## src/hdl/bru_settings.svh

```systemverilog
`ifndef BRU_SETTINGS_SVH
`define BRU_SETTINGS_SVH

// ========================================
// datapath widths
// ========================================

// data and pc width
`define BRU_XLEN 64

// rename bits per architectural register
`define BRU_RB 2

// ========================================
// queue depths
// ========================================

`define BRU_ISSUE_DEPTH 4
`define BRU_RESOLVE_DEPTH 4

`endif

```

## src/hdl/bru_pkg.sv

```systemverilog
`include "bru_settings.svh"

package bru_pkg;

	// ========================================
	// branch and jump operations
	// ========================================

	typedef enum logic [2:0] {
		BRU_JAL  = 3'd0,
		BRU_JALR = 3'd1,
		BRU_BEQ  = 3'd2,
		BRU_BNE  = 3'd3,
		BRU_BLT  = 3'd4,
		BRU_BGE  = 3'd5,
		BRU_BLTU = 3'd6,
		BRU_BGEU = 3'd7
	} bru_op_e;

	// physical register, {arch number, rename bits}
	typedef logic [5+`BRU_RB-1:0] bru_preg_t;

	// ========================================
	// payloads
	// ========================================

	// dispatch record, as written into the issue queue
	typedef struct packed {
		bru_op_e               op;
		logic                  is_rvc;
		logic [`BRU_XLEN-1:0] pc;
		logic [`BRU_XLEN-1:0] imm;
		bru_preg_t             rd;
		bru_preg_t             rs1;
		bru_preg_t             rs2;
		logic                  pred_taken;
	} bru_issue_info_t;

	// registered execute parameter
	// operand indices first, pc and imm last
	typedef struct packed {
		bru_op_e               op;
		logic                  is_rvc;
		logic                  pred_taken;
		bru_preg_t             rs1;
		bru_preg_t             rs2;
		bru_preg_t             rd;
		logic [`BRU_XLEN-1:0] pc;
		logic [`BRU_XLEN-1:0] imm;
	} bru_exeparam_t;

	// resolution record for the commit side
	typedef struct packed {
		logic [`BRU_XLEN-1:0] pc;
		logic [`BRU_XLEN-1:0] target;
		logic                  taken;
		logic                  mispredict;
	} bru_resolve_t;

endpackage

```

## src/hdl/bru_issue.sv

```systemverilog
`timescale 1ns/100ps

module bru_issue (
	input  logic                      CLK,
	input  logic                      rst_n,
	input  logic                      flush,
	input  logic                      fifo_empty,
	input  bru_pkg::bru_issue_info_t  issue_info,
	output logic                      fifo_pop,
	output bru_pkg::bru_preg_t        rs1_preg,
	output bru_pkg::bru_preg_t        rs2_preg,
	input  logic                      rs1_ready,
	input  logic                      rs2_ready,
	input  logic                      ilp_ready,
	input  logic                      exeparam_ready,
	output logic                      exeparam_valid,
	output bru_pkg::bru_exeparam_t    exeparam
);

	import bru_pkg::*;

	logic need_rs1;
	logic need_rs2;
	logic is_branch;
	logic clear_raw;
	logic issue_go;

	// ========================================
	// operand needs per op
	// ========================================

	always_comb begin
		need_rs1  = 1'b0;
		need_rs2  = 1'b0;
		is_branch = 1'b0;
		unique case (issue_info.op)
			// jal has no source
			BRU_JAL: begin
			end
			BRU_JALR: begin
				need_rs1 = 1'b1;
			end
			default: begin
				// conditional branches
				need_rs1  = 1'b1;
				need_rs2  = 1'b1;
				is_branch = 1'b1;
			end
		endcase
	end

	// readiness lookup in the log
	assign rs1_preg = issue_info.rs1;
	assign rs2_preg = issue_info.rs2;

	// raw hazard cleared, branches also wait for in-order permission
	assign clear_raw = ~fifo_empty
		& (~need_rs1 | rs1_ready)
		& (~need_rs2 | rs2_ready)
		& (~is_branch | ilp_ready);

	// single decision for pop and capture
	assign issue_go = clear_raw & exeparam_ready & ~flush;
	assign fifo_pop = issue_go;

	// ========================================
	// execute parameter register
	// ========================================

	always_ff @(posedge CLK or negedge rst_n) begin
		if (!rst_n) begin
			exeparam_valid <= 1'b0;
		end else begin
			exeparam_valid <= issue_go;
		end
	end

	// payload holds when idle
	always_ff @(posedge CLK) begin
		if (issue_go) begin
			exeparam.op         <= issue_info.op;
			exeparam.is_rvc     <= issue_info.is_rvc;
			exeparam.pred_taken <= issue_info.pred_taken;
			exeparam.rs1        <= issue_info.rs1;
			exeparam.rs2        <= issue_info.rs2;
			exeparam.rd         <= issue_info.rd;
			exeparam.pc         <= issue_info.pc;
			exeparam.imm        <= issue_info.imm;
		end
	end

endmodule

```

## config.mk

```make
export PLATFORM = sky130hd
export DESIGN_NAME = bru_issue
export DESIGN_NICKNAME = d
export VERILOG_FILES = /design/src/hdl/bru_pkg.sv /design/src/hdl/bru_issue.sv
export VERILOG_INCLUDE_DIRS = /design/src /design/src/hdl
export SDC_FILE = /design/constraint.sdc
export NUM_CORES = 1
export LEC_CHECK = 0
export BUFFER_PORTS_ARGS = -buffer_cell sky130_fd_sc_hd__clkbuf_2
export CORE_AREA = 2 2 128 130
export CTS_CLUSTER_SIZE = 30
export DETAILED_ROUTE_END_ITERATION = 7
export DIE_AREA = 0 0 130 132
export GPL_TIMING_DRIVEN = 0
export HOLD_SLACK_MARGIN = 0.03
export SKIP_LAST_GASP = 1
export SYNTH_ARGS = -nofsm -noshare
export SYNTH_HDL_FRONTEND = slang
export SYNTH_SLANG_ARGS = --single-unit
export TNS_END_PERCENT = 10
```

## constraint.sdc

```tcl
create_clock -name CLK -period 14 [get_ports CLK]
set_input_delay 3.5 -clock CLK [delete_from_list [all_inputs] [get_ports CLK]]
set_output_delay 3.5 -clock CLK [all_outputs]
set_load 0.1 [all_outputs]
```

* Yosys cells after proc, flatten, opt, wreduce, memory -nomap -nowiden
Index checks and enable logic that the tools add are counted. W data, S select, Z words.
Word-level totals: register bits after elaboration 155, bits in latches 0, bits in writable memories 0, ROM bits 0, input port bits 162, output and inout port bits 170, word-level logic and storage cells 22, memories 0
Cells by class: $add $sub $neg 0, $mul 0, divide/modulo/power cells 0, magnitude comparators 0, equal/unequal tests 1, shift-type cells 0, multiplexer cells 0, bitwise gates (word level) 10, reduce and logical (&&, ||, !) cells 2
Operators by type and width (count):
- $and A1 B1 Y1 | 5
- $eq A3 B1 Y1 const B | 1
- $logic_not A3 Y1 | 1
- $or A1 B1 Y1 | 3
- $not A1 Y1 | 2
- $reduce_or A2 Y1 | 1

* Logic depth before layout (Yosys ltp)
Gate-level depths: netlist of run 1.
depth after elaboration 7, gate-level depth with buffers 2, depth with buffers taken out 2

* Least setup slack after synthesis of run 1
Ideal clock, no wire load.
kind input-to-output, from in issue_info[152] in the netlist's numbering, to out fifo_pop, data arrival time 11.738 ns, data required time 10.500 ns, slack -1.238 ns, cell stages on the path 2, buffers on the path 0, cell sequence or2_2 a221oi_2
Between the ends: word-level cells in the longest chain between the ends 7, elaborated cells on any way between the ends 11, classes of those cells eq/ne (1); bitwise (8); reduce/logical (2)
Ends and longest elaborated chain:
- start, declared | RTL line bru_issue.sv:8 | input bru_pkg::bru_issue_info_t issue_info,
- $eq A3 B1 Y1 / $logic_not A3 Y1 (equally long branches) | RTL line bru_issue.sv:36 | unique case (issue_info.op)
- $reduce_or A2 Y1 (no source line) / $or A1 B1 Y1 (equally long branches)
- $or A1 B1 Y1 / $and A1 B1 Y1 (equally long branches) | RTL line bru_issue.sv:59, bru_issue.sv:58
- $and A1 B1 Y1 | RTL line bru_issue.sv:59 | & (~need_rs2 | rs2_ready)
- $and A1 B1 Y1 (*) | RTL line bru_issue.sv:60 | & (~is_branch | ilp_ready);
- $and A1 B1 Y1 (*) (2 in a row) | RTL line bru_issue.sv:63 | assign issue_go = clear_raw & exeparam_ready & ~flush;
- end, declared | RTL line bru_issue.sv:9 | output logic fifo_pop,
Every way passes the cells marked *; elsewhere a longest branch is shown, timed or not.

* Worst setup path after layout of run 1
Same ends and word-level chain as after synthesis.

==> impl_metrics.csv, run 1 <==
group,metric,value,unit
run_status,status,"completed",
die,chipWidth,130,um
timing,fin_crit_sh,62.2,%
timing,min_period,8.71,ns
timing,setup_viol,0,
die,num_rows,46,
yosys,yosysMostFrequentCell,"edfxtp_1",
clock_tree,cts_buffers,17,
clock_tree,clock-sinks,155,
worst_setup_path,crit_path_max_incr_delay,0.70,ns
worst_setup_path,slowest_stage,"a221oi_4",
route,drtIter0Drc,138,
place,gp_congestion,0.768,
layout,design_area,7500,sq um
yosys,synth_seq_cells,155,
global_route,grt_first_pass_wirelength,17000,um
worst_setup_path,startpoint,"issue_info[152]",
worst_setup_path,worst_ep_arrival_time,5.21,ns
clock_tree,cts_hold_buf,0,
worst_setup_path,endpoint_kind,"output port",
route,route.detailed.drc,0,
clock_tree,ctsResizeCount,0,
layout,diodes,0,
clock_tree,cts_tree,"yes",
yosys,ys_top_cells_by_count,"edfxtp_1 (154), buf_4 (14)",
route,wirelength,11400,um
global_route,grt_max_degree,23,
timing,rsz0062_at_grt,"false",
global_route,antenna_found_initial,0,
layout,nNetsFinal,695,
yosys,synthCells,174,
global_route,grt_overflow_total,0,
worst_setup_path,worstSetupPathType,"input pin to output port",
yosys,ys_types,8,
flow_run,cap_violations,0,
timing,slew_violations,0,
place,dp_slack,5.25,ns
place,dpl-instance-area,6890,sq um
timing,fin_setup_tns,0,ns
layout,drive_above_1_share,70.5,%
yosys,synth-main-ff-cell,"edfxtp_1",
route,viasPerCell,4.00,
place,dp_hpwl,8980,um
layout,fillers,1351,
yosys,synth_edf_count,154,
timing,fin_ws,5.29,ns
timing,tightest_slew,0.814,ns
power_and_ir_drop,vdd_drop_max,0.0853,mV
layout,syn_to_final_growth,56.4,%
yosys,synth_area_per_cell,27.5,sq um
worst_setup_path,cp-start-kind,"input pin",
clock_tree,h-tree-depth,4,
yosys,ys_seq_area_share,97.0,%
clock_tree,postCtsSetupBuffers,0,
worst_hold_path,hold_class,"input pin to async pin",
route,via_count,3047,
timing,max_freq,115,MHz
yosys,async_reset_ff_share,0.645,%
clock_tree,clock_tree.buffer_depth,2,
worst_setup_path,worstPathRequired,10.50,ns
die,die_y,132,um
route,antenna_left,0,
worst_setup_path,cpMostUsedCell,"clkbuf_2",
yosys,syn_area,4790,sq um
power_and_ir_drop,p_per_area,150,nW/um^2
yosys,yosysTopAreaCell,"edfxtp_1",
global_route,grt_pass1_vias,3277,
die,initial_utilization,30.5,%
global_route,track_usage,13.4,%
die,ios,332,
clock_tree,clk_pin_slew,0.06,ns
power_and_ir_drop,p_leak,3.24,nW
worst_setup_path,crit_chain,"clkbuf_2, or2_2, a221oi_4, clkbuf_2",
die,die_area,17200,sq um
die,coreArea,15700,sq um
yosys,synth_top_area_share,96.5,%
timing,finalHoldViolCount,0,
route,avgRoutedWirePerCell,14.9,um
clock_tree,cts-root-buf,"clkbuf_16",
route,drtPass1Iterations,3,
worst_setup_path,worstPathMaxFanout,14,
yosys,syn_nets,336,
place,port_buffers,331,
power_and_ir_drop,total_power,0.00112,W
yosys,ys_warn_count,0,
timing,relSlewSlack,45.7,%
yosys,yosys-top-cells-area,"edfxtp_1 (96%), buf_4 (2.2%), dfrtp_1 (0.52%), a221oi_2 (0.31%), or3b_1 (0.18%)",
## routing by layer
layer | GRT usage, % | routed length (um) | part of all wire, %
met5 | 0 | 0 | 0
met1 | 13.5 | 3950 | 35
met2 | 22.4 | 5720 | 50
met4 | 7.59 | 330 | 2.9
met3 | 6.33 | 1360 | 12
## state kept, by name, summed over array words and instances, names as in the netlist
| register | flops |
|---|---|
| exeparam_valid | 1 |
| exeparam | 154 |
## how the worst max path moves through the flow
stage / to / slack (ns) / cells after the start
finish: fifo_pop / 5.29 / 4
global route: fifo_pop / 5.16 / 4
CTS: fifo_pop / 5.25 / 4
detailed placement: fifo_pop / 5.25 / 4
global placement: fifo_pop / 0.42 / 4
floorplan: fifo_pop / 2.07 / 2
## worst max-delay path, delay by kind of cell
| family | cells | cell delay, ns |
|---|---|---|
| AO/OA/AOI/OAI | 1 | 0.70 |
| AND/OR/NAND/NOR | 1 | 0.32 |
| buffers and inverters | 2 | 0.68 |
## layout make-up
| type | count | area [sq um] | share of cell area, % |
|---|---|---|---|
| tap | 216 | 270 | 3.60 |
| clock buffer | 20 | 437 | 5.82 |
| buffer | 14 | 105 | 1.40 |
| sequential | 155 | 4650 | 62.0 |
| multi-input combinational | 4 | 46.3 | 0.617 |
| clock inverter | 11 | 170 | 2.27 |
| inverter | 1 | 3.75 | 0.0501 |
| timing repair buffer | 340 | 1820 | 24.2 |
## stage by stage
step                cells  utilization (%)  hold slack (ns)
floorplan             174                -             3.20
global placement      721             42.8             3.28
detailed placement    730             43.9             3.28
CTS                   761             47.7             2.82
global route          761             47.7             2.82
finish                761             47.7             2.85
## cell families (layout without fill, tap and decap cells)
| group | after synthesis | in the layout | share of synthesized area, % |
|---|---|---|---|
| DFF | 155 | 155 | 97.0 |
| buffers and inverters | 15 | 386 | 2.27 |
| and+or+nand+nor | 3 | 3 | 0.418 |
| AOI/OAI and AO/OA | 1 | 1 | 0.313 |
## power by group
part           switching, W  internal (W)  leakage (nW)
sequential       0.00000255      0.000522          1.41
combinational      0.000102     0.0000270          1.53
clock              0.000174      0.000298         0.298
## cell usage in the layout, fill, tap and decap left out, drive strengths merged
cell type,n
or3b,1
dfrtp,1
a221oi,1
nand3,1
bufinv,4
or2,1
inv,2
clkinv,6
buf,23
clkbuf,351
edfxtp,154
Power figures use the tool's default switching activity.
==> inputs of run 2 (changes only) <==
Settings changed: ABC_AREA from default to 1, CORE_AREA 2 2 128 130 to 2 2 129 131, DIE_AREA 0 0 130 132 to 0 0 131 133.
Clock period 14 ns to 8.8 ns, I/O delays scaled along.
==> impl_metrics.csv, run 2 <==
group,metric,value,unit
layout,drive_above_1_share,69.3,%
route,drtIter0Drc,133,
clock_tree,clock_tree.buffer_depth,2,
clock_tree,clock-sinks,155,
yosys,synthCells,182,
place,dpl-instance-area,6860,sq um
clock_tree,cts_tree,"yes",
place,dp_hpwl,8930,um
power_and_ir_drop,vdd_drop_max,0.116,mV
worst_hold_path,hold_class,"input pin to async pin",
die,die_y,133,um
place,port_buffers,331,
yosys,synth_seq_cells,155,
layout,utilization,46.1,%
layout,top_regs,"exeparam (154), exeparam_valid (1)",
power_and_ir_drop,p_leak,3.22,nW
route,drtPass1Iterations,4,
yosys,ys_seq_area_share,96.7,%
worst_setup_path,cp-start-kind,"input pin",
yosys,synth_edf_count,154,
layout,final_cell_mix,"clkbuf_2 (331), edfxtp_1 (154), clkbuf_16 (17)",
timing,slew_violations,0,
die,ios,332,
layout,top_register,"exeparam",
global_route,grt_pass1_vias,3240,
global_route,grt_overflow_total,0,
worst_setup_path,worstSetupPathType,"input pin to output port",
yosys,ys_types,8,
yosys,yosys-top-cells-area,"edfxtp_1 (96%), buf_4 (2.2%), dfrtp_1 (0.52%), inv_1 (0.47%), nand2_1 (0.23%)",
route,viasPerCell,3.96,
route,route.detailed.drc,0,
worst_setup_path,worstPathMaxFanout,29,
route,wl_met2,5760,um
global_route,track_usage,13.2,%
yosys,yosysMostFrequentCell,"edfxtp_1",
timing,setup_viol,0,
timing,max_freq,163,MHz
layout,fin_cells,770,
place,gp_congestion,0.768,
route,drt-met1-wl,4090,um
die,initial_utilization,29.7,%
layout,fillers,1429,
route,highest_layer,"met4",
die,chipWidth,131,um
yosys,async_reset_ff_share,0.645,%
layout,largest_register_ffs,154,
clock_tree,clk_pin_slew,0.06,ns
layout,nNetsFinal,699,
yosys,ys_top_cells_by_count,"edfxtp_1 (154), buf_4 (14), inv_1 (6)",
route,route.met3.wl,1310,um
timing,tightest_slew,0.577,ns
clock_tree,cts-root-buf,"clkbuf_16",
timing,rsz0062_at_grt,"false",
timing,relSlewSlack,61.7,%
timing,min_period,6.15,ns
run_status,status,"completed",
die,coreArea,16200,sq um
flow_run,cap_violations,0,
route,avgRoutedWirePerCell,14.9,um
clock_tree,ctsResizeCount,0,
global_route,grt_max_degree,37,
global_route,grt_first_pass_wirelength,16900,um
yosys,syn_nets,344,
layout,layout_commonest_cell,"clkbuf_2",
worst_setup_path,endpoint_kind,"output port",
yosys,syn_area,4810,sq um
power_and_ir_drop,p_per_area,239,nW/um^2
clock_tree,h-tree-depth,4,
clock_tree,cts_hold_buf,0,
yosys,yosysTopAreaCell,"edfxtp_1",
timing,fin_crit_sh,69.9,%
clock_tree,cts_buffers,17,
yosys,synth_top_area_share,96.2,%
yosys,synth-main-ff-cell,"edfxtp_1",
layout,syn_to_final_growth,55.1,%
worst_setup_path,worst_ep_arrival_time,3.95,ns
yosys,ys_warn_count,0,
layout,design_area,7460,sq um
clock_tree,postCtsSetupBuffers,0,
worst_setup_path,worstPathRequired,6.60,ns
route,wirelength,11500,um
global_route,antenna_found_initial,0,
timing,finalHoldViolCount,0,
die,die_area,17400,sq um
route,antenna_left,0,
die,num_rows,47,
timing,fin_setup_tns,0,ns
yosys,synth_area_per_cell,26.4,sq um
route,via_count,3049,
layout,diodes,0,
place,placed_cells,738,
-- run 2: worst paths after layout --
| kind | startpoint | endpoint | slack [ns] | cells past startpoint |
|---|---|---|---|---|
| max | exeparam_ready | fifo_pop | 2.65 | 8 |
| min | rst_n | exeparam_valid | 1.54 | 1 |
| max in group asynchronous | rst_n | exeparam_valid | 7.17 | 1 |
| min in group CLK | issue_info[54] | exeparam[32] | 1.95 | 1 |
-- run 2: cells by family after synthesis --
| logic type | Yosys count | share of synthesized area, % |
|---|---|---|
| buffers and inverters | 20 | 2.65 |
| AND/OR/NAND/NOR | 7 | 0.651 |
| flip-flops | 155 | 96.7 |
-- run 2: layout make-up --
type,count,area [sq um],share of cell area [%]
buffer,14,105,1.41
clock buffer,20,437,5.86
clock inverter,12,165,2.21
inverter,6,22.5,0.302
multi-input combinational,7,38.8,0.520
sequential,155,4650,62.3
tap,220,275,3.69
timing repair buffer,336,1760,23.7
-- run 2: stage by stage --
| stage | setup WS, ns | hold slack, ns | power [W] |
|---|---|---|---|
| floorplan | 1.51 | 1.90 | 0.000999 |
| finish | 2.65 | 1.54 | 0.00178 |
| CTS | 2.62 | 1.52 | 0.00181 |
| detailed placement | 2.62 | 1.98 | 0.00106 |
| global placement | 0.249 | 1.98 | 0.00105 |
| global route | 2.51 | 1.52 | 0.00184 |
-- run 2: power breakdown --
| part | total (W) | internal, W | leakage (nW) | switching (W) |
|---|---|---|---|---|
| sequential | 0.000834 | 0.000830 | 1.41 | 0.00000417 |
| clock | 0.000741 | 0.000450 | 0.282 | 0.000290 |
| combinational | 0.000205 | 0.0000424 | 1.53 | 0.000163 |
-- run 2: worst max-delay path: stages --
cell and delay, ns:
clkbuf_2 0.08, inv_1 0.04, nor2_2 0.07, nand3_1 0.11, nor2_4 0.47, buf_12 0.27
buf_12 0.21, clkbuf_2 0.48
-- run 2: per-layer routing --
| layer | global-route usage [%] | vias up |
|---|---|---|
| li1 | - | 1412 |
| met1 | 13.4 | 1416 |
| met2 | 22.4 | 200 |
| met3 | 6.19 | 21 |
| met4 | 7.15 | 0 |
| met5 | 0 | - |
