## src/hdl/bru_settings.svh

```systemverilog
`ifndef BRU_SETTINGS_SVH
`define BRU_SETTINGS_SVH

// ========================================
// datapath widths
// ========================================

// data and pc width
`define BRU_XLEN 64

// rename bits per architectural register
`define BRU_RB 2

// ========================================
// queue depths
// ========================================

`define BRU_ISSUE_DEPTH 4
`define BRU_RESOLVE_DEPTH 4

`endif

```

## src/hdl/bru_pkg.sv

```systemverilog
`include "bru_settings.svh"

package bru_pkg;

	// ========================================
	// branch and jump operations
	// ========================================

	typedef enum logic [2:0] {
		BRU_JAL  = 3'd0,
		BRU_JALR = 3'd1,
		BRU_BEQ  = 3'd2,
		BRU_BNE  = 3'd3,
		BRU_BLT  = 3'd4,
		BRU_BGE  = 3'd5,
		BRU_BLTU = 3'd6,
		BRU_BGEU = 3'd7
	} bru_op_e;

	// physical register, {arch number, rename bits}
	typedef logic [5+`BRU_RB-1:0] bru_preg_t;

	// ========================================
	// payloads
	// ========================================

	// dispatch record, as written into the issue queue
	typedef struct packed {
		bru_op_e               op;
		logic                  is_rvc;
		logic [`BRU_XLEN-1:0] pc;
		logic [`BRU_XLEN-1:0] imm;
		bru_preg_t             rd;
		bru_preg_t             rs1;
		bru_preg_t             rs2;
		logic                  pred_taken;
	} bru_issue_info_t;

	// registered execute parameter
	// operand indices first, pc and imm last
	typedef struct packed {
		bru_op_e               op;
		logic                  is_rvc;
		logic                  pred_taken;
		bru_preg_t             rs1;
		bru_preg_t             rs2;
		bru_preg_t             rd;
		logic [`BRU_XLEN-1:0] pc;
		logic [`BRU_XLEN-1:0] imm;
	} bru_exeparam_t;

	// resolution record for the commit side
	typedef struct packed {
		logic [`BRU_XLEN-1:0] pc;
		logic [`BRU_XLEN-1:0] target;
		logic                  taken;
		logic                  mispredict;
	} bru_resolve_t;

endpackage

```

## src/hdl/bru_execute.sv

```systemverilog
`timescale 1ns/100ps
`include "bru_settings.svh"

module bru_execute (
	input  logic                    CLK,
	input  logic                    rst_n,
	input  logic                    flush,
	input  logic                    exeparam_valid,
	input  bru_pkg::bru_exeparam_t  exeparam,
	output bru_pkg::bru_preg_t      rs1_preg,
	output bru_pkg::bru_preg_t      rs2_preg,
	input  logic [`BRU_XLEN-1:0]   rs1_data,
	input  logic [`BRU_XLEN-1:0]   rs2_data,
	input  logic                    res_almost_full,
	output logic                    exeparam_ready,
	output logic                    res_push,
	output bru_pkg::bru_resolve_t   res_data,
	output logic                    link_valid,
	output bru_pkg::bru_preg_t      link_preg,
	output logic [`BRU_XLEN-1:0]   link_data
);

	import bru_pkg::*;

	logic                  eq;
	logic                  lt;
	logic                  ltu;
	logic                  taken;
	logic                  is_jump;
	logic                  rd_nonzero;
	logic                  pend_q;
	logic [`BRU_XLEN-1:0] seq_pc;
	logic [`BRU_XLEN-1:0] jump_target;

	// operand read from the log
	assign rs1_preg = exeparam.rs1;
	assign rs2_preg = exeparam.rs2;

	// room for this and the in-flight record
	assign exeparam_ready = ~res_almost_full;

	// ========================================
	// compare
	// ========================================

	assign eq  = (rs1_data == rs2_data);
	assign lt  = ($signed(rs1_data) < $signed(rs2_data));
	assign ltu = (rs1_data < rs2_data);

	always_comb begin
		unique case (exeparam.op)
			BRU_BEQ:  taken = eq;
			BRU_BNE:  taken = ~eq;
			BRU_BLT:  taken = lt;
			BRU_BGE:  taken = ~lt;
			BRU_BLTU: taken = ltu;
			BRU_BGEU: taken = ~ltu;
			// jal, jalr always taken
			default:  taken = 1'b1;
		endcase
	end

	// ========================================
	// target, fall-through, link
	// ========================================

	// compressed instrs advance by 2
	assign seq_pc = exeparam.pc + (exeparam.is_rvc ? `BRU_XLEN'd2 : `BRU_XLEN'd4);

	// jalr clears bit 0
	assign jump_target = (exeparam.op == BRU_JALR)
		? ((rs1_data + exeparam.imm) & ~`BRU_XLEN'd1)
		: (exeparam.pc + exeparam.imm);

	assign is_jump    = (exeparam.op == BRU_JAL) | (exeparam.op == BRU_JALR);
	assign rd_nonzero = (exeparam.rd[`BRU_RB +: 5] != 5'd0);

	// valid param becomes a write at the end of this cycle
	// unless flush drops it
	always_comb begin
		pend_q = exeparam_valid & ~flush;
	end

	assign res_push            = pend_q;
	assign res_data.pc         = exeparam.pc;
	assign res_data.target     = taken ? jump_target : seq_pc;
	assign res_data.taken      = taken;
	assign res_data.mispredict = taken ^ exeparam.pred_taken;

	// link writeback for jumps with a real rd
	assign link_valid = pend_q & is_jump & rd_nonzero;
	assign link_preg  = exeparam.rd;
	assign link_data  = seq_pc;

endmodule

```

## config.mk

```make
export PLATFORM = sky130hd
export DESIGN_NAME = bru_execute
export DESIGN_NICKNAME = d
export VERILOG_FILES = /design/src/hdl/bru_pkg.sv /design/src/hdl/bru_execute.sv
export VERILOG_INCLUDE_DIRS = /design/src /design/src/hdl
export SDC_FILE = /design/constraint.sdc
export NUM_CORES = 1
export LEC_CHECK = 0
export BUFFER_PORTS_ARGS = -buffer_cell sky130_fd_sc_hd__buf_2
export CAP_MARGIN = 10
export CORE_UTILIZATION = 30
export DETAILED_ROUTE_END_ITERATION = 10
export RECOVER_POWER = 100
export REMOVE_ABC_BUFFERS = 1
export SYNTH_ARGS = -nofsm -noshare
export SYNTH_HDL_FRONTEND = slang
export SYNTH_SLANG_ARGS = --single-unit
```

## constraint.sdc

```tcl
create_clock -name vclk -period 5.9
set_clock_uncertainty 0.1 [all_clocks]
set_input_delay 0.295 -clock vclk [all_inputs]
set_output_delay 0.295 -clock vclk [all_outputs]
set_load 0.02 [all_outputs]
```

# Word-level counts from Yosys, hierarchy flattened
# Cells that the tools add are included.
# Widths: inputs -> output; s select.
[word_totals]
register_bits = 0
out_inout_bits = 218
[op_classes]
n_mux = 4
n_eq_ne = 8
add_sub_neg = 3
n_bitwise = 10
magnitude_cmp = 2
n_reduce_logical = 2
[op_table]
columns = ["operator", "count"]
rows = [
  ["$add 64x64->64", 2],
  ["$lt 64x64->1", 2],
  ["$mux 64", 2],
  ["$add 64x3->64", 1],
  ["$eq 64x64->1", 1],
  ["$eq 3x3->1 const B", 4],
  ["$eq 3x2->1 const B", 2],
  ["$pmux 1 s6", 1],
  ["$not 1->1", 5],
  ["$reduce_bool 5->1", 1],
  ["$and 1x1->1", 3],
  ["$eq 3x1->1 const B", 1],
  ["$logic_not 3->1", 1],
  ["$mux 3", 1],
  ["$or 1x1->1", 1],
  ["$xor 1x1->1", 1],
]

# Logic depth before layout (Yosys ltp)
# Gate-level depths: netlist of the first run.
[logic_depth]
word_depth = 4
mapped_depth = 15

# Least setup slack after synthesis of the first run
# Ideal clock, no wire load.
[synth_path]
kind = "in2out"
startpoint = "input port exeparam[0] in the netlist's numbering"
endpoint = "output port res_data[52] in the netlist's numbering"
path_slack_ns = 2.365
arrival_time_ns = 3.140
cell_stages = 14
t_required_ns = 5.505
cell_sequence = "ha_1 > inv_1 > fa_1 > nor2b_1 > o2111ai_1 > a21boi_0 > o2111ai_1 > o21ba_2 > nor2b_1 > o31a_1 > o31ai_2 > xor2_1 > o21ai_0 > a21oi_1"
[synth_rtl]
columns = ["element", "line", "source"]
rows = [
  ["start, declared", "bru_execute.sv:9", "input bru_pkg::bru_exeparam_t exeparam,"],
  ["end, declared", "bru_execute.sv:17", "output bru_pkg::bru_resolve_t res_data,"],
]

==> reports/metrics.cfg, run 1 <==
[synthesis]
yosys.area.top_type=ha_1
yosys-top-cells-area=ha_1 (19%), a21oi_1 (9.5%), xnor2_1 (8.1%)
ys_warn_count=0
synthTopCellsByCount=a21oi_1 (235), ha_1 (191), nand2_1 (170), nor2_1 (158), o21ai_0 (117)
yosysMostFrequentCell=a21oi_1
seq_area_frac_synth_pct=0
synth.lib_cells_used.distinct=89
syn_area_per_cell_um2=6.68
yosys.area.top_type_share_pct=19.4
syn_area_mm2=0.0123
postSynthCellCount=1847

[timing]
finalSetupViolations=0
fmaxAchievable_ghz=0.196
timing.final.hold_violations=0
setup_total_negative_slack_ns=0
min_period_over_period_pct=86.6
period_minus_slack_ns=5.11
timing.slew.headroom_pct=-35.4
hold-worst-slack_ns=0.490
rsz0062_at_grt=false
slew_violations=9
worstMarginPinSlew_ns=2.01
timing.final.ws_setup_ns=0.790

[placement]
place.port_buffers=471
placed_instances=2687
place_area_mm2=0.0143
dp_hpwl_um=45300
place_ws_ns=1.57
gp_routability_congestion=0.960

[grt]
gr_overflow_total=0
grt_start_max_net_pins=48
global_route.usage.total_pct=23.0
global_route_wire_length_before_repair_um=76100
grt_antenna_before_repair=5
grt_pass1_vias=13400

[final_layout]
final_cell_count_no_fill=2689
final_nets=2645
nFlopsAndLatches=0
design_area_mm2=0.0140
clkbuf_count=0
drive_gt1_share_pct=15.4
layout.area.seq_um2=0
synthToLayoutAreaGrowth_pct=13.3

[detailed_routing]
route.final.wire_length_um=51800
route.antenna.remaining_nets=0
viasPerCell=5.43
wl_per_cell_um=19.3
drt_iter0_drcs=1212
route.detailed.drc=0
vias=14600
drt-pass1-iter-count=5

[critical_path]
worst_ep_arrival_time_ns=4.72
slowest_stage=nor4_1
crit_buf_inv=2
start_kind=input pin
chain_of_cells_forming_the_critical_path=buf_2 > and4_1 > and3_1 > nand2_1 > nor4_1 > and2b_1 > nand3_2 > nor2_1 > nand3_1 > xnor2_2 > nor2_1 > a221oi_2 > buf_2
critPathTopFamily=simple AND/OR/NAND/NOR gates
worst_path_largest_cell_delay_ns=1.64
critical_path_capture_point_type=primary output
critical_path_class=in -> out
critical_path_required_ns=5.51
critical_path_peak_fanout=8

[floorplanning]
top_level_ports=505
floorplan.die.height_um=205
floorplan.die_area_mm2=0.0420
placementRows=73
initial_utilization_pct=30.7
die_w_um=205
placeableCoreArea_mm2=0.0402

[run_status]
run_status=finished with violations
violations=max-capacitance violations, max-slew violations

[clock_tree]
cts.hold.buffers_added=0
cts_repair_resize_count=0
post-cts-setup-buffer-count=0

[power]
vdd.ir_drop.worst_mv=0.0636
p_leak_nw=6.61
cellPowerDensity_mw_per_mm2=126

[worst_hold_path]
min_path_type=in -> out

[flow_run]
drv_cap=1

## area by class of cell
class,instances,area (um2)
antenna,2,5.00
inverter,98,368
tap,525,657
timing repair buffer,481,2200
multi-input combinational,1583,10800
fill,4636,26200
## per-stage QoR
| step | utilization, % | total power [mW] |
|---|---|---|
| after floorplan | - | 1.14 |
| after global placement | 35.5 | 1.77 |
| after detailed placement | 35.5 | 1.78 |
| after CTS | 35.5 | 1.78 |
| after global routing | 34.8 | 1.93 |
| final | 34.8 | 1.76 |
## worst paths after layout
check / depth (start not counted) / end / slack (ns) / start
setup / recovery: 13 / res_data[62] / 0.79 / exeparam[67]
hold / removal: 0 / link_preg[0] / 0.49 / exeparam[128]
## logic make-up after synthesis
family                   after synthesis  share of synthesized area (%)
AND/OR/NAND/NOR                      605                           24.2
adder cells (fa/ha/maj)              194                           19.8
AO/OA/AOI/OAI                        599                           30.2
XOR/XNOR                             180                           12.9
buffers and inverters                264                           12.4
multiplexers                           5                          0.405
## report_power, final
part | total, mW | internal (mW) | leakage (nW) | switching, mW
clock | 0.0000000454 | 0.0000000454 | 0.0000127 | 0
sequential | 0 | 0 | 0 | 0
combinational | 1.76 | 0.633 | 6.61 | 1.13
total | 1.76 | 0.633 | 6.61 | 1.13
## per-layer routing
metal / part of all wire (%) / up-vias / track usage (%)
met4: 1.9 / 4 / 4.05
met5: 0.052 / - / 0
met1: 47 / 6794 / 32.3
met2: 46 / 525 / 38.9
li1: - / 7242 / -
met3: 5.0 / 48 / 1.02
## cell usage in the layout (no fill, tap or decap), types with 8 or more instances in the layout
cell type / count
o22ai_1: 10
clkbuf_1: 183
nand3_1: 75
xnor2_1: 115
o21ai_0: 117
nor2_1: 159
nor2b_1: 18
a211oi_1: 19
nand2b_1: 14
o21bai_1: 24
nand4_1: 57
ha_1: 191
and4_1: 14
inv_1: 98
o21a_1: 20
buf_4: 10
and2_1: 9
xor2_1: 64
buf_2: 288
a21oi_1: 235
and3_1: 32
nand2_1: 170
a31oi_1: 15
a21o_1: 63
nor3_1: 17
o211ai_1: 14
o31ai_1: 8
No activity file was read; power rests on OpenSTA's default activity.
==> run 2: changes to the inputs <==
--- a/config.mk
+++ b/config.mk
@@ -6,6 +6,7 @@
 export SDC_FILE = /design/constraint.sdc
 export NUM_CORES = 1
 export LEC_CHECK = 0
+export ABC_AREA = 1
 export BUFFER_PORTS_ARGS = -buffer_cell sky130_fd_sc_hd__buf_2
 export CAP_MARGIN = 10
 export CORE_UTILIZATION = 30
==> run 2 against run 1 <==
Compared with the run above:
- the flow still finishes with violations (max-capacitance violations, max-slew violations)
- cell count grew 55%
- sequential share of layout area is the same
- via count grew 46%
- area after synthesis grew 26%
- synthesized cell count grew 69%
- combinational power grew 12%
- critical path depth grew 8
==> reports/metrics.cfg, run 2 <==
[timing]
timing.final.hold_violations=0  ; unchanged
slew_violations=5  ; was 9
period_minus_slack_ns=4.41  ; was 5.11 ns
worstMarginPinSlew_ns=1.90  ; was 2.01 ns
setup_total_negative_slack_ns=0  ; unchanged
finalSetupViolations=0  ; unchanged
min_period_over_period_pct=74.7  ; was 86.6%
rsz0062_at_grt=false  ; unchanged
fmaxAchievable_ghz=0.227  ; was 0.196 GHz
timing.slew.headroom_pct=-28.0  ; was -35.4%
timing.final.ws_setup_ns=1.49  ; was 0.790 ns

[synthesis]
syn_area_mm2=0.0156  ; was 0.0123 mm2
seq_area_frac_synth_pct=0  ; unchanged
yosys.area.top_type_share_pct=25.0  ; was 19.4%
synth.lib_cells_used.distinct=38  ; was 89
ys_warn_count=0  ; unchanged
syn_area_per_cell_um2=5.00  ; was 6.68 um2
synthTopCellsByCount=nand2_1 (1,038), inv_1 (504), nor2_1 (345), a21oi_1 (240), nand3_1 (228)  ; was a21oi_1 (235), ha_1 (191), nand2_1 (170), nor2_1 (158), o21ai_0 (117)
yosys-top-cells-area=nand2_1 (25%), ha_1 (15%), inv_1 (12%)  ; was ha_1 (19%), a21oi_1 (9.5%), xnor2_1 (8.1%)
postSynthCellCount=3120  ; was 1,847
yosys.area.top_type=nand2_1  ; was ha_1
yosysMostFrequentCell=nand2_1  ; was a21oi_1

[critical_path]
critical_path_class=in -> out  ; unchanged
critPathTopFamily=simple AND/OR/NAND/NOR gates  ; unchanged
critical_path_capture_point_type=primary output  ; unchanged
start_kind=input pin  ; unchanged
critical_path_required_ns=5.51  ; about the same
worst_path_largest_cell_delay_ns=0.98  ; was 1.64 ns
critical_path_peak_fanout=66  ; was 8
crit_buf_inv=2  ; unchanged
slowest_stage=nand2_2  ; was nor4_1
chain_of_cells_forming_the_critical_path=buf_2 > ha_1 > nand2_1 > nand2_1 > nand2_1 > nand2_1 > nand2_1 > nand2_1 > nand2_1 > nand2_1 > nand2_1 > nand2_1 > nand2_1 > nand2_1 > nand2_1 > nand2_1 > nor2_4 > nand2_2 > nand2_1 > nand2_1 > clkbuf_1  ; was buf_2 > and4_1 > and3_1 > nand2_1 > nor4_1 > and2b_1 > nand3_2 > nor2_1 > nand3_1 > xnor2_2 > nor2_1 > a221oi_2 > buf_2
cpMostUsedCell=nand2_1
worst_ep_arrival_time_ns=4.01  ; was 4.72 ns

[detailed_routing]
wl_per_cell_um=20.0  ; was 19.3 um
viasPerCell=5.12  ; was 5.43
route.detailed.drc=0  ; unchanged
drt-pass1-iter-count=8  ; was 5
vias=21300  ; was 14,600
route.antenna.remaining_nets=0  ; unchanged
drt_iter0_drcs=2009  ; was 1,212
route.final.wire_length_um=83100  ; was 51,800 um

[clock_tree]
post-cts-setup-buffer-count=0  ; unchanged
cts_repair_resize_count=0  ; unchanged
cts.hold.buffers_added=0  ; unchanged

[power]
netSwitchingPower_mw=1.40  ; was 1.13 mW
switching_share_of_total_power_pct=70.7  ; was 64.1%
p_int_mw=0.580  ; was 0.633 mW
power_frac_clock_pct=0  ; about the same
vdd.ir_drop.worst_mv=0.0507  ; was 0.0636 mV
cellPowerDensity_mw_per_mm2=111  ; was 126 mW/mm2
combPwrFrac_pct=100.0  ; about the same
p_leak_nw=9.63  ; was 6.61 nW
share_seq_of_total_power_pct=0  ; about the same

[grt]
gr_overflow_total=0  ; unchanged
grt_start_max_net_pins=67  ; was 48
grt_pass1_vias=19700  ; was 13,400
global_route_wire_length_before_repair_um=119000  ; was 76,100 um
global_route.usage.total_pct=30.0  ; was 23.0%
grt_antenna_before_repair=5  ; unchanged

[final_layout]
synthToLayoutAreaGrowth_pct=14.0  ; was 13.3%
num-fill-cells=6184  ; was 4,636
layout_commonest_cell=nand2_1  ; was buf_2
clkbuf_count=0  ; unchanged
design_area_mm2=0.0178  ; was 0.0140 mm2
layout.area.seq_um2=0  ; unchanged
drive_gt1_share_pct=8.74  ; was 15.4%
top_library_cells_by_usage_in_the_layout_fill_and_taps_aside=nand2_1 (1,036), inv_1 (504), nor2_1 (348), buf_2 (282), a21oi_1 (240)  ; was buf_2 (288), a21oi_1 (235), ha_1 (191), clkbuf_1 (183), nand2_1 (170)
final_nets=3961  ; was 2,645
nFlopsAndLatches=0  ; unchanged

[floorplanning]
placementRows=83  ; was 73
floorplan.die.height_um=230  ; was 205 um
floorplan.die_area_mm2=0.0529  ; was 0.0420 mm2
placeableCoreArea_mm2=0.0514  ; was 0.0402 mm2
top_level_ports=505  ; unchanged
initial_utilization_pct=30.4  ; was 30.7%
die_w_um=230  ; was 205 um

[placement]
place_ws_ns=1.88  ; was 1.57 ns
gp_routability_congestion=1.02  ; was 0.960
dp_hpwl_um=74100  ; was 45,300 um
place_area_mm2=0.0181  ; was 0.0143 mm2
place.port_buffers=471  ; unchanged

[worst_hold_path]
hold_end=link_preg[0]  ; unchanged
timing.hold.worst_path_depth=0  ; unchanged
min_path_type=in -> out  ; unchanged
holdCritStartpoint=exeparam[128]  ; unchanged

[flow_run]
drv_cap=1  ; unchanged

[run_status]
violations=max-capacitance violations, max-slew violations  ; unchanged
run_status=finished with violations  ; unchanged

-- run 2: changes by cell type after synthesis, moves of 18 or more --
cell / before / now
nand3b_1: 2 / 28
a211oi_1: 19 / 0
nand2_1: 170 / 1038
nor2_1: 158 / 345
a21o_1: 63 / 5
xnor2_1: 114 / 31
nand3_1: 74 / 228
inv_1: 98 / 504
clkbuf_1: 43 / 9
and3_1: 32 / 2
nor2b_1: 18 / 0
o21ai_0: 117 / 157
nor3_1: 16 / 55
-- run 2: worst max path at each step --
stage            startpoint            to  cells past startpoint
2_1_floorplan  rs2_data[63]   res_data[0]                     14
3_3_place_gp    rs1_data[7]  res_data[33]                     15
3_5_place_dp    rs1_data[7]  res_data[33]                     15
4_1_cts         rs1_data[7]  res_data[33]                     15
5_1_grt         rs1_data[7]  res_data[34]                     14
6_report        rs1_data[1]  res_data[34]                     21
-- run 2: cell type report --
class	count	area, um2	area share (%)
inverter	506	1900	10.7
antenna	4	10.0	0.0562
multi-input combinational	2493	12900	72.2
tap	680	851	4.78
timing repair buffer	479	2180	12.3
-- run 2: per-layer routing --
metal  global-route usage (%)  routed length [um]  part of all wire, %
met3                     2.54                6630                  8.0
met5                        0                  12                0.014
met4                     13.2                4110                  4.9
met1                     39.9               35100                   42
met2                     49.1               37200                   45
-- run 2: metrics by stage --
step	hold slack (ns)	power [mW]	utilization, %	std cells
4_1_cts	0.490	1.96	35.2	4158
6_report	0.490	1.98	34.6	4162
5_1_grt	0.490	2.15	34.6	4162
3_3_place_gp	0.490	1.96	35.2	4158
2_1_floorplan	0.490	1.18	-	2999
3_5_place_dp	0.490	1.96	35.2	4158
-- run 2: kinds of logic (layout without fill, tap and decap cells) --
kind of cell | count (synthesis) | after routing | synth area share (%)
xor+xnor | 94 | 94 | 5.27
other cells | 0 | 4 | 0
buf+inv | 627 | 985 | 17.4
compound gates | 427 | 427 | 14.2
mux | 1 | 1 | 0.0641
fa+ha+maj | 194 | 194 | 15.7
simple gates | 1777 | 1777 | 47.4
-- run 2: power by group through the flow --
stage	Clock (mW)	Combinational, mW	Sequential, mW
after floorplan	0	1.18	0
after global placement	0	1.96	0
after detailed placement	0	1.96	0
after CTS	0	1.96	0
after global routing	0.0000000909	2.15	0
final	0.0000000912	1.98	0
