==> src/hdl/bru_fifo.sv <==
`timescale 1ns/100ps

module bru_fifo #(
	parameter int DEPTH = 4,
	parameter type payload_t = logic
) (
	input  logic     CLK,
	input  logic     rst_n,
	input  logic     flush,
	input  logic     push,
	input  payload_t push_data,
	input  logic     pop,
	output payload_t head,
	output logic     empty,
	output logic     full,
	output logic     almost_full
);

	localparam int AW = (DEPTH > 1) ? $clog2(DEPTH) : 1;
	localparam int CW = $clog2(DEPTH + 1);

	// entry storage
	payload_t      mem [DEPTH];
	logic [AW-1:0] rd_ptr;
	logic [AW-1:0] wr_ptr;
	logic [CW-1:0] count;
	logic          do_push;
	logic          do_pop;

	// wraps at DEPTH for any depth
	function automatic logic [AW-1:0] ptr_inc(input logic [AW-1:0] ptr);
		return (ptr == AW'(DEPTH - 1)) ? '0 : ptr + 1'b1;
	endfunction

	// guarded strobes
	assign do_push = push & ~full;
	assign do_pop  = pop & ~empty;

	always_ff @(posedge CLK) begin
		if (do_push) begin
			mem[wr_ptr] <= push_data;
		end
	end

	// flush drops every entry
	always_ff @(posedge CLK or negedge rst_n) begin
		if (!rst_n) begin
			rd_ptr <= '0;
			wr_ptr <= '0;
			count  <= '0;
		end else if (flush) begin
			rd_ptr <= '0;
			wr_ptr <= '0;
			count  <= '0;
		end else begin
			if (do_push) begin
				wr_ptr <= ptr_inc(wr_ptr);
			end
			if (do_pop) begin
				rd_ptr <= ptr_inc(rd_ptr);
			end
			if (do_push && !do_pop) begin
				count <= count + 1'b1;
			end else if (!do_push && do_pop) begin
				count <= count - 1'b1;
			end
		end
	end

	assign head  = mem[rd_ptr];
	assign empty = (count == '0);
	assign full  = (count == CW'(DEPTH));
	// one entry early to leave room for an in-flight push
	assign almost_full = (count >= CW'(DEPTH - 1));

endmodule

==> config.mk <==
export PLATFORM = sky130hd
export DESIGN_NAME = bru_fifo
export DESIGN_NICKNAME = d
export VERILOG_FILES = /design/src/hdl/bru_fifo.sv
export SDC_FILE = /design/constraint.sdc
export NUM_CORES = 1
export LEC_CHECK = 0
export BUFFER_PORTS_ARGS = -buffer_cell sky130_fd_sc_hd__buf_2
export CORE_MARGIN = 2
export CORE_UTILIZATION = 50
export CTS_BUF_LIST = sky130_fd_sc_hd__clkbuf_4 sky130_fd_sc_hd__clkbuf_8
export CTS_CLUSTER_DIAMETER = 80
export DETAILED_ROUTE_END_ITERATION = 6
export PLACE_DENSITY = 0.75
export SLEW_MARGIN = 40
export SYNTH_ARGS = -nofsm -noshare
export SYNTH_HDL_FRONTEND = slang
export SYNTH_SLANG_ARGS = --single-unit
==> constraint.sdc <==
create_clock -name CLK -period 2.9 [get_ports CLK]
set_input_delay 0.29 -clock CLK [delete_from_list [all_inputs] [get_ports CLK]]
set_output_delay 0.29 -clock CLK [all_outputs]
set_load 0.01 [all_outputs]
Yosys cells after proc, flatten, opt, wreduce, memory -nomap -nowiden
Memories as Yosys holds them, arrays and structs flattened.
Index checks and enable logic that the tools add are counted.
{"block": "word_totals", "rom_bits": 0, "memories": 1, "mem_bits_rw": 4, "latch_bits": 0, "wordCells": 35, "reg_bits": 7, "in_bits": 6, "output_inout_bits": 4}
{"memory": "mem", "words": 4, "word_bits": 1, "read_ports": 1, "rd_ports_with_merged_regs": 0, "wr": 1, "line_no": "23", "text": "payload_t mem [DEPTH];"}
{"block": "classes", "n_mul": 0, "n_addsub": 4, "mux": 11, "magnitude_cmp": 1, "bitwise_logic": 4, "div": 0, "shift": 0, "n_eq_ne": 3, "n_reduce_logical": 8}
{"operator": "2-bit two-way mux", "count": 6}
{"operator": "3-bit two-way mux", "count": 3}
{"operator": "2-bit by 1-bit adder with 2-bit output, second input constant", "count": 2}
{"operator": "2-bit == test, second input constant", "count": 2}
{"operator": "2-bit nonzero test", "count": 2}
{"operator": "3-bit by 1-bit adder with 3-bit output, second input constant", "count": 1}
{"operator": "3-bit == test, second input constant", "count": 1}
{"operator": "3-bit by 2-bit greater-or-equal comparator with 1-bit output, second input constant", "count": 1}
{"operator": "3-bit logical NOT", "count": 1}
{"operator": "3-bit nonzero test", "count": 1}
{"operator": "3-bit by 1-bit subtractor with 3-bit output, second input constant", "count": 1}
{"operator": "1-bit AND", "count": 2}
{"operator": "1-bit logical AND", "count": 2}
{"operator": "1-bit logical NOT", "count": 2}
{"operator": "1-bit two-way mux", "count": 2}
{"operator": "1-bit inverter", "count": 2}

Logic depth before layout (Yosys ltp)
Gate-level depths: netlist (run 1).
{"block": "depth", "depth_word": 8, "depth_mapped": 8, "mapped_depth_nobuf": 7}

Worst setup path before layout (run 1)
No wires, ideal clock.
{"block": "synth_path", "path_type": "register -> register", "from": "register count[1]", "to": "register count[2]", "setup_time_ns": 0.066, "arrival_time_ns": 2.125, "path_stages_with_launch": 9, "slack_ns": 0.708, "synth_period_minus_slack_ns": 2.192, "required_ns": 2.834, "n_path_buf": 1, "cell_sequence": "dfrtp_1 -> buf_2 -> or3b_4 -> inv_2 -> nor3_1 -> fa_1 -> a21bo_2 -> a311oi_1 -> o311a_1"}
{"block": "synth_via", "elab_cells_between_ends": 16, "cone_classes": "add/sub: 2; eq/ne: 1; mux: 3; bitwise: 4; reduce/logical: 6"}
{"element": "start, declared", "line_no": "26", "text": "logic [CW-1:0] count;"}
{"element": "start signal, assigned", "line_no": "63", "text": "count <= count + 1'b1;"}
{"element": "start signal, assigned", "line_no": "65", "text": "count <= count - 1'b1;"}
{"element": "3-bit == test (*)", "line_no": "72", "text": "assign full = (count == CW'(DEPTH));"}
{"element": "net full", "line_no": "15", "text": "output logic full,"}
{"element": "1-bit inverter (*)", "line_no": "36", "text": "assign do_push = push & ~full;"}
{"element": "1-bit AND (*)", "line_no": "36"}
{"element": "1-bit logical AND or 1-bit logical NOT (tied branches)", "line_no": "62, 64"}
{"element": "3-bit two-way mux or 1-bit logical AND (tied branches)", "line_no": "62, 64"}
{"element": "3-bit two-way mux or 3-bit nonzero test (tied branches)"}
The timed path passes the listed nets; every way through them passes the cells marked *. The select of a mux whose other input is x is not followed.
A chain may end at the register's enable or synchronous reset.

Worst setup path after layout (run 1)
{"block": "layout_path", "from": "register count[2]", "to": "register count[2]"}
{"block": "layout_via", "elab_chain_len": 7, "elab_cells_between_ends": 16, "cone_classes": "add/sub: 2; eq/ne: 1; mux: 3; bitwise: 4; reduce/logical: 6"}
{"element": "parallel branches: the longest is 7 deep, another holds 3-bit by 1-bit subtractor with 3-bit output"}
Parallel ways; which one is timed is not known. The select of a mux whose other input is x is not followed.

==> out/qor.txt, run 1 <==
CP startpoint kind: register
H-Tree Level Count: 1
Hold Fails Final Rpt: 0
FF+latch count, synth: 11
First DRT Iteration DRCs: 15
Fillers: 108
Vias/cell: 5.824
Initial core utilization: 0.5432
Slowest cell on crit path: dfrtp_1
Buf+Inv Stages, Crit Path: 1
Hold Path Depth: 1
CTS Buf Count: 3
Pwr Density: 782.3 nW/um^2
Sequential share of power: 0.395
Final setup viols: 0
Clock tree buffer depth: 2
Slew Limit Fails: 0
CTS Sinks: 11
Largest vdd supply drop: 353.9 uV
Hold Slack: 0.2366 ns
Adder-cell share of the synthesized area: 0.09672
XOR/XNOR Fraction of Synth Area: 0.02418
Final worst path period share: 0.8076
Worst Reg-to-Reg Cells: 7
Die width: 42.07 microns
Drt first pass iters: 4
Vias in the first global route: 504
Clock root buffer master: clkbuf_4
Clock skew: 0.002666 ns
Post-CTS resize count: 0
# diodes: 0
I/O pin count: 10
Clock latency on the worst-skew pair: 0.28 ns
Clock power frac: 0.192
CP Max Fanout: 10
Leakage power: 0.0003633 uW
Worst-path clk slew: 0.07 ns
Slew @ Worst Pin: 0.3854 ns
RSZ-0062 raised after global routing: false
Mapped Cells: 68
Worst EP arrival: 2.56 ns
Multiplexer area fraction after synthesis: 0.08981
Post-Route WL: 1.286 mm
Final min period: 2.342 ns
Synth Area in Compound Gates: 0.1330
Internal power: 386.7 uW
Synth cell types: 31
DR WL/cell: 14.13 microns
Worst EP required: 3.12 ns
CP cell instances: or3b_4 > inv_2 > nor3_1 > fa_1 > a21bo_2 > a311oi_1 > o311a_1
Slowest stage delay, CP: 0.51 ns
Global route overflow: 0
Yosys warning count: 0
CTS tree: built
Final nets: 88
Sw Ratio: 0.3769
Largest family of logic cells by synthesized area: simple AND/OR/NAND/NOR gates
Crit path max-delay family: compound AO/OA/AOI/OAI gates
Most frequent cells in the layout: 9 x nor2_1, 9 x buf_2, 7 x dfrtp_1
Fmax: 427.0 MHz
CP Capture Type: register
GR Util All Layers: 0.1771
Syn Nets: 79
Core ar.: 1334 sq um
Port Buffers: 9
Largest net degree at the start of global routing: 11
Simple-gate share of the synthesized area: 0.1693
Setup TNS Final: 0 ns
DR DRC count: 0
Comb pwr share: 0.413
Worst hold-check path type: input pin to register
Netlist Area Pre-Place: 724.4 sq um
Fraction of the yosys area taken by sequential cells: 0.4076
Tot Pwr: 620.6 uW
First-pass GRT wire length: 2.318 mm
Max-Cap Viols: 0
FP Rows: 13
Post-DP HPWL: 982.4 microns
Final core utilization: 0.5947
P_sw: 233.9 uW
Final Wtd Congestion: 0.7948
Share of cells above drive strength 1: 0.3289
Path type of the worst setup path: register to register
Post-DRT Antenna Nets: 0
Outcome: finished clean
Antenna violations before repair: 0
Critical Path Stages: 7
Slew headroom: 0.7398
Die Span Y: 42.07 microns
Die area: 1769 sq um
Area grow syn2layout: 9.499%
Via count: 530
Synthesized area per cell: 10.65 sq um
==> registers in the layout (all words and copies together), names as in the netlist <==
signal,flops
rd_ptr,2
count,3
wr_ptr,2
mem,4
==> metrics by stage <==
stage | cells | setup WS [ns] | area [sq um]
CTS | 91 | 0.5778 | 793.3
floorplan | 68 | 0.7083 | 724.4
global route | 91 | 0.4071 | 793.3
detailed placement | 86 | 0.5962 | 753.2
finish | 91 | 0.5580 | 793.3
global placement | 86 | 0.6825 | 753.2
==> power groups by stage <==
stage	Clock [uW]	Combinational, uW	Sequential (uW)
detailed placement	0	255	248
global route	127	289	252
finish	119	256	245
CTS	121	257	244
floorplan	0	241	210
global placement	0	246	247
==> cell families after synthesis <==
logic type | after synthesis
buffers and inverters | 12
AOI/OAI and AO/OA | 12
adders and majority gates | 5
muxes | 5
DFF | 11
and+or+nand+nor | 21
xor gates and xnor gates | 2
==> Yosys cell counts <==
library cell	number	area [sq um]
o311ai_0	1	8.760
xor2_1	2	17.52
buf_6	1	11.26
buf_2	4	20.02
a21oi_1	2	10.01
a21o_2	1	8.760
inv_2	1	3.750
o21a_1	1	7.510
and3_2	4	30.03
a311oi_1	1	8.760
nor4bb_1	1	10.01
or3b_4	1	11.26
o31ai_1	1	7.510
mux4_2	1	22.52
o311a_1	1	10.01
nand3_1	1	5.000
nor2_1	9	33.78
mux2i_1	2	20.02
a221oi_2	1	15.01
ha_1	4	50.05
mux2_2	2	22.52
edfxtp_1	4	120.1
dfrtp_1	7	175.2
a21bo_2	1	10.01
or4_1	1	7.510
o21ai_0	2	10.01
clkbuf_1	1	3.750
fa_1	1	20.02
nor3_1	2	10.01
inv_1	5	18.77
nand3b_1	2	15.01
==> layer usage <==
| metal | GRT usage | vias up | share of wire |
|---|---|---|---|
| li1 | - | 261 | - |
| met1 | 0.2301 | 247 | 0.46 |
| met2 | 0.2531 | 17 | 0.45 |
| met3 | 0.05603 | 5 | 0.061 |
| met4 | 0.1125 | 0 | 0.026 |
| met5 | 0 | - | 0 |
==> worst register-to-register path, cell delays in order, from the launching register on <==
cell      delay (ns)
dfrtp_1         0.51
or3b_4          0.46
inv_2           0.10
nor3_1          0.06
fa_1            0.43
a21bo_2         0.24
a311oi_1        0.28
o311a_1         0.20
==> final cells by class <==
cell class / count / area [sq um] / share of cell area
Multi-Input combinational cell: 45 / 371.6 / 0.4685
Timing Repair Buffer: 10 / 55.05 / 0.06940
Tap cell: 15 / 18.77 / 0.02366
Sequential cell: 11 / 295.3 / 0.3722
Inverter: 6 / 22.52 / 0.02839
Clock buffer: 4 / 30.03 / 0.03785
==> what timing repair did <==
item	4_1_cts	5_1_grt
hold endpoints to repair	7	0
hold buffers	1	0
setup buffers	0	0
==> final timing paths <==
kind / start / to / slack, ns
min in group asynchronous: rst_n / rd_ptr[0] / 0.38
worst max register to register: count[2] / count[2] / 0.56
max in group asynchronous: rst_n / wr_ptr[1] / 2.36
worst min-delay path: push_data / mem[0] / 0.24
worst max-delay path: count[2] / count[2] / 0.56
worst min register to register: rd_ptr[1] / rd_ptr[1] / 0.58
No activity file was read; power rests on OpenSTA's default activity.
==> run 2: changes to the inputs <==
ABC_AREA = 1   (was default)
PLACE_DENSITY = 0.78   (was 0.75)
clock period = 2.06 ns   (was 2.9 ns; I/O delays follow)
==> run 2 against run 1 <==
  * Synthesized area shrank 1.7%
  * Critical path type unchanged
  * Via count rose by 1.1%
  * Fmax increased by 24%
  * Combinational power grew 53%
  * Clock power is 26% higher
  * Largest cell class unchanged
==> out/qor.txt, run 2 <==
Outcome: finished clean
Netlist Area Pre-Place: 711.9 sq um
Clock tree buffer depth: 2
Most common cell after layout, fill and taps aside: nand2_1
Synth Area in Compound Gates: 0.09315
First DRT Iteration DRCs: 12
Worst EP arrival: 2.03 ns
Post-DP HPWL: 979.4 microns
FP Rows: 13
Fraction of the yosys area taken by sequential cells: 0.4148
Top post-synthesis cells by area: dfrtp_1 25%, edfxtp_1 17%, ha_1 7.0%
Synth cell types: 24
CP Capture Type: register
Largest net degree at the start of global routing: 11
Area grow syn2layout: 14.59%
H-Tree Level Count: 1
Post-Route WL: 1.208 mm
CTS tree: built
Post-CTS resize count: 0
DR DRC count: 0
Most frequent cells in the layout: 12 x nand2_1, 11 x inv_1, 9 x nor2_1, 9 x buf_2, 7 x dfrtp_1
Final Wtd Congestion: 0.7344
Final core utilization: 0.6192
Biggest regs: mem: 4 flops, count: 3 flops
Die area: 1742 sq um
Biggest register: mem
Largest vdd supply drop: 507.2 uV
Syn Nets: 89
Global route overflow: 0
GR Util All Layers: 0.1700
Worst EP required: 2.21 ns
Ys flop type: dfrtp_1
CTS Buf Count: 3
# diodes: 0
Die width: 41.74 microns
Final worst path period share: 0.9151
Clock skew: 0.003181 ns
Slew Limit Fails: 0
Fmax: 530.5 MHz
Die Span Y: 41.74 microns
Share of cells above drive strength 1: 0.2935
Hold Slack: 0.1644 ns
DR WL/cell: 11.29 microns
Final setup viols: 0
Post-DRT Antenna Nets: 0
Post-synth top area cell: dfrtp_1
Setup TNS Final: 0 ns
Drt first pass iters: 4
Tot Pwr: 863.9 uW
Max-Cap Viols: 0
CP startpoint kind: register
Port Buffers: 9
Core ar.: 1318 sq um
Initial core utilization: 0.5404
Final min period: 1.885 ns
RSZ-0062 raised after global routing: false
CP Max Fanout: 7
Clock root buffer master: clkbuf_4
Largest register FFs: 4
Synthesized area per cell: 9.127 sq um
Top-count cell post-synth: nand2_1
Simple-gate share of the synthesized area: 0.2513
Slew @ Worst Pin: 0.2913 ns
XOR/XNOR Fraction of Synth Area: 0.01230
Mapped Cells: 78
Yosys warning count: 0
Hold Fails Final Rpt: 0
FF+latch count, synth: 11
Clock latency on the worst-skew pair: 0.26 ns
First-pass GRT wire length: 2.256 mm
Worst-path clk slew: 0.06 ns
Worst hold-check path type: input pin to register
Pwr Density: 1059 nW/um^2
Largest family of logic cells by synthesized area: simple AND/OR/NAND/NOR gates
Leakage power: 0.0004002 uW
Vias in the first global route: 544
Async S/R FF share, synth: 0.6364
Via count: 536
Final nets: 104
Adder-cell share of the synthesized area: 0.09842
EDFF count, synth: 4
Commonest cells post-synth: 12 x nand2_1, 11 x inv_1, 9 x nor2_1
Slew headroom: 0.8057
Path type of the worst setup path: register to register
CTS Sinks: 11
I/O pin count: 10
Antenna violations before repair: 0
Vias/cell: 5.009
Share of the synthesized area in the top cell type: 0.2460
Multiplexer area fraction after synthesis: 0
-- run 2: cell types whose count changed after synthesis, sizes merged, moves of 3 or more --
cell,previous run,this run
and3,4,0
buf,5,0
inv,6,16
nand2,0,16
nand3,1,4
nand4,0,4
o21ai,2,6
-- run 2: worst max-delay path, stage by stage (launching register included) --
cell and delay, ns:
dfrtp_1 0.41, nor2_2 0.22, nand2_2 0.11, nand2_4 0.12, inv_4 0.06, nand2_8 0.08, inv_2 0.04, fa_1 0.36
xnor2_1 0.15, inv_1 0.06, nand2_1 0.05, nand3_1 0.07, nand2_1 0.05
-- run 2: routing by layer --
| layer | track usage | part of all wire |
|---|---|---|
| met1 | 0.1922 | 0.42 |
| met2 | 0.2938 | 0.54 |
| met3 | 0.06957 | 0.038 |
| met4 | 0.04516 | 0 |
| met5 | 0 | 0 |
-- run 2: kinds of logic after synthesis --
family,count (synthesis)
XOR/XNOR,1
flip-flops,11
AO/OA/AOI/OAI,10
adder cells (fa/ha/maj),5
buffers and inverters,17
AND/OR/NAND/NOR,34
-- run 2: per-stage QoR --
step                worst slack [ns]  area (sq um)  cells
floorplan                     0.3065         711.9     78
global placement              0.2135         775.7    102
detailed placement            0.1741         775.7    102
CTS                           0.1617         815.8    107
global route                0.001585         815.8    107
finish                        0.1750         815.8    107
-- run 2: final timing paths --
| kind | cells past startpoint | endpoint | start | slack, ns |
|---|---|---|---|---|
| max in group asynchronous | 2 | wr_ptr[1] | rst_n | 1.59 |
| worst max-delay path | 12 | count[2] | count[1] | 0.17 |
| worst min-delay path | 1 | mem[3] | push_data | 0.16 |
| worst max register to register | 12 | count[2] | count[1] | 0.17 |
| min in group asynchronous | 2 | rd_ptr[1] | rst_n | 0.31 |
| worst min register to register | 2 | rd_ptr[1] | rd_ptr[1] | 0.56 |
-- run 2: layout make-up --
cell class	count	area, sq um
fillers	114	501.7
multi-input cells	50	324.1
flip-flops and latches	11	295.3
inverters	17	92.59
repair buffers	10	55.05
clock buffers	4	30.03
well taps	15	18.77
-- run 2: repair_timing --
action / 4_1_cts / 5_1_grt
hold buffers: 1 / 0
buffers inserted: 0 / 0
endpoints found under the hold margin: 7 / 0
-- run 2: power breakdown --
group	switching (uW)	internal [uW]
logic	237	155
registers	50.0	272
clock network	62.5	87.8
==> run 3: changes to the inputs <==
CTS_CLUSTER_SIZE = 24   (was default)
PLACE_DENSITY = 0.74   (was 0.78)
==> run 3 against run 2 <==
  * Routed wire length decreased by 1.1%
  * Global-route usage decreased by 0.91 points
  * Register-to-register slack got worse by 0.04 ns
  * Critical path depth unchanged
  * Fmax decreased by 2.1%
  * Final cell count unchanged
  * Worst setup slack got worse by 0.041 ns
  * Combinational power increased by 3%
  * Clock skew increased by 0.00064 ns
  * Largest cell class unchanged
==> out/qor.txt, run 3 (synthesized netlist as in run 2, its figures left out) <==
Via count: 556
Initial core utilization: 0.5404
DR WL/cell: 11.17 microns
Port Buffers: 9
FP Rows: 13
Worst EP arrival: 2.09 ns
Tot Pwr: 886.0 uW
Fillers: 114
CP startpoint kind: register
Slowest cell on crit path: dfrtp_1
Placed Cells: 102
Share of cells above drive strength 1: 0.3043
Post CTS Setup Buffer Count: 0
# diodes: 0
CP cell instances: nor2_2 > nand2_2 > nand2_4 > inv_4 > nand2_8 > inv_2 > fa_1 > xnor2_2 > inv_1 > nand2_1 > nand3_1 > nand2_1
Worst-path clk slew: 0.07 ns
Worst EP required: 2.22 ns
Post-route insts no fill: 107
Area grow syn2layout: 15.64%
Crit path max-delay family: simple AND/OR/NAND/NOR gates
Most common cell after layout, fill and taps aside: nand2_1
Slowest stage delay, CP: 0.42 ns
Slew Limit Fails: 0
Final min period: 1.926 ns
CTS Sinks: 11
Vias in the first global route: 505
GR Util All Layers: 0.1609
Clock root buffer master: clkbuf_4
CP Max Fanout: 7
CTS Buf Count: 3
Largest net degree at the start of global routing: 11
Fmax: 519.1 MHz
Clock skew: 0.003816 ns
Clock latency on the worst-skew pair: 0.27 ns
CP most frequent cell: nand2_1
Post-DRT Antenna Nets: 0
Most frequent cells in the layout: 12 x nand2_1, 11 x inv_1, 9 x nor2_1, 9 x buf_2, 7 x dfrtp_1
Core ar.: 1318 sq um
Largest register FFs: 4
CP Capture Type: register
Worst hold-check path type: input pin to register
Post-Route WL: 1.195 mm
Outcome: finished clean
Final setup viols: 0
Buf+Inv Stages, Crit Path: 3
Hold Fails Final Rpt: 0
Post-route design area: 823.3 sq um
First DRT Iteration DRCs: 10
H-Tree Level Count: 1
First-pass GRT wire length: 2.083 mm
Pwr Density: 1076 nW/um^2
Final worst path period share: 0.9351
Final nets: 104
Vias/cell: 5.196
Die Span Y: 41.74 microns
Slew headroom: 0.7983
Biggest register: mem
CTS tree: built
Path type of the worst setup path: register to register
Final core utilization: 0.6249
Clock tree buffer depth: 2
Post-DP HPWL: 925.1 microns
Placed cell area: 775.7 sq um
RSZ-0062 raised after global routing: false
Leakage power: 0.0004062 uW
Final Wtd Congestion: 0.7414
Die width: 41.74 microns
Setup TNS Final: 0 ns
Global route overflow: 0
Largest vdd supply drop: 528.4 uV
Biggest regs: mem: 4 flops, count: 3 flops
Antenna violations before repair: 0
I/O pin count: 10
Max-Cap Viols: 0
DR DRC count: 0
Die area: 1742 sq um
Drt first pass iters: 4
Slew @ Worst Pin: 0.3026 ns
run 3: cell counts in the layout (fill, tap and decap cells not counted):
Identical to the previous run, type by type.
run 3: repair_timing:
| item | in CTS | in global routing |
|---|---|---|
| resized for setup | 0 | 1 |
| setup endpoints to repair | 0 | 1 |
| hold buffers | 1 | 0 |
| endpoints found under the hold margin | 7 | 0 |
run 3: metal layers:
metal  track usage  wire length [microns]  share of wire
met1        0.1866                    480           0.40
met5             0                      0              0
met4       0.07742                     15          0.013
met2        0.2531                    620           0.52
met3       0.06957                     79          0.066
run 3: metrics by stage:
step | setup WS (ns) | hold slack [ns]
after floorplan | 0.3065 | -0.08959
after global placement | 0.2047 | 0.04683
after detailed placement | 0.1824 | 0.04595
after CTS | 0.1668 | 0.1484
after global routing | 0.003628 | 0.1583
final | 0.1337 | 0.1532
run 3: worst paths after layout:
path | startpoint | end | slack [ns] | cells after the start
min reg2reg | rd_ptr[1] | rd_ptr[1] | 0.56 | 2
min in group asynchronous | rst_n | count[1] | 0.29 | 2
max | count[1] | count[2] | 0.13 | 12
max reg2reg | count[1] | count[2] | 0.13 | 12
min | push_data | mem[1] | 0.15 | 1
max in group asynchronous | rst_n | rd_ptr[1] | 1.61 | 2
run 3: power by group:
group,internal (uW),switching [uW]
clock,88.2,69.1
sequential,272,52.4
combinational,167,238
run 3: layout make-up:
class	instances	area, sq um	area share
inverters	17	92.59	0.1125
repair buffers	10	55.05	0.06687
well taps	15	18.77	0.02280
multi-input cells	50	331.6	0.4027
clock buffers	4	30.03	0.03647
flip-flops and latches	11	295.3	0.3587
run 3: worst register-to-register path, stage by stage (launching register included):
cell     delay [ns]
dfrtp_1        0.42
nor2_2         0.20
nand2_2        0.10
nand2_4        0.13
inv_4          0.07
nand2_8        0.08
inv_2          0.04
fa_1           0.40
xnor2_2        0.16
inv_1          0.06
nand2_1        0.05
nand3_1        0.08
nand2_1        0.05
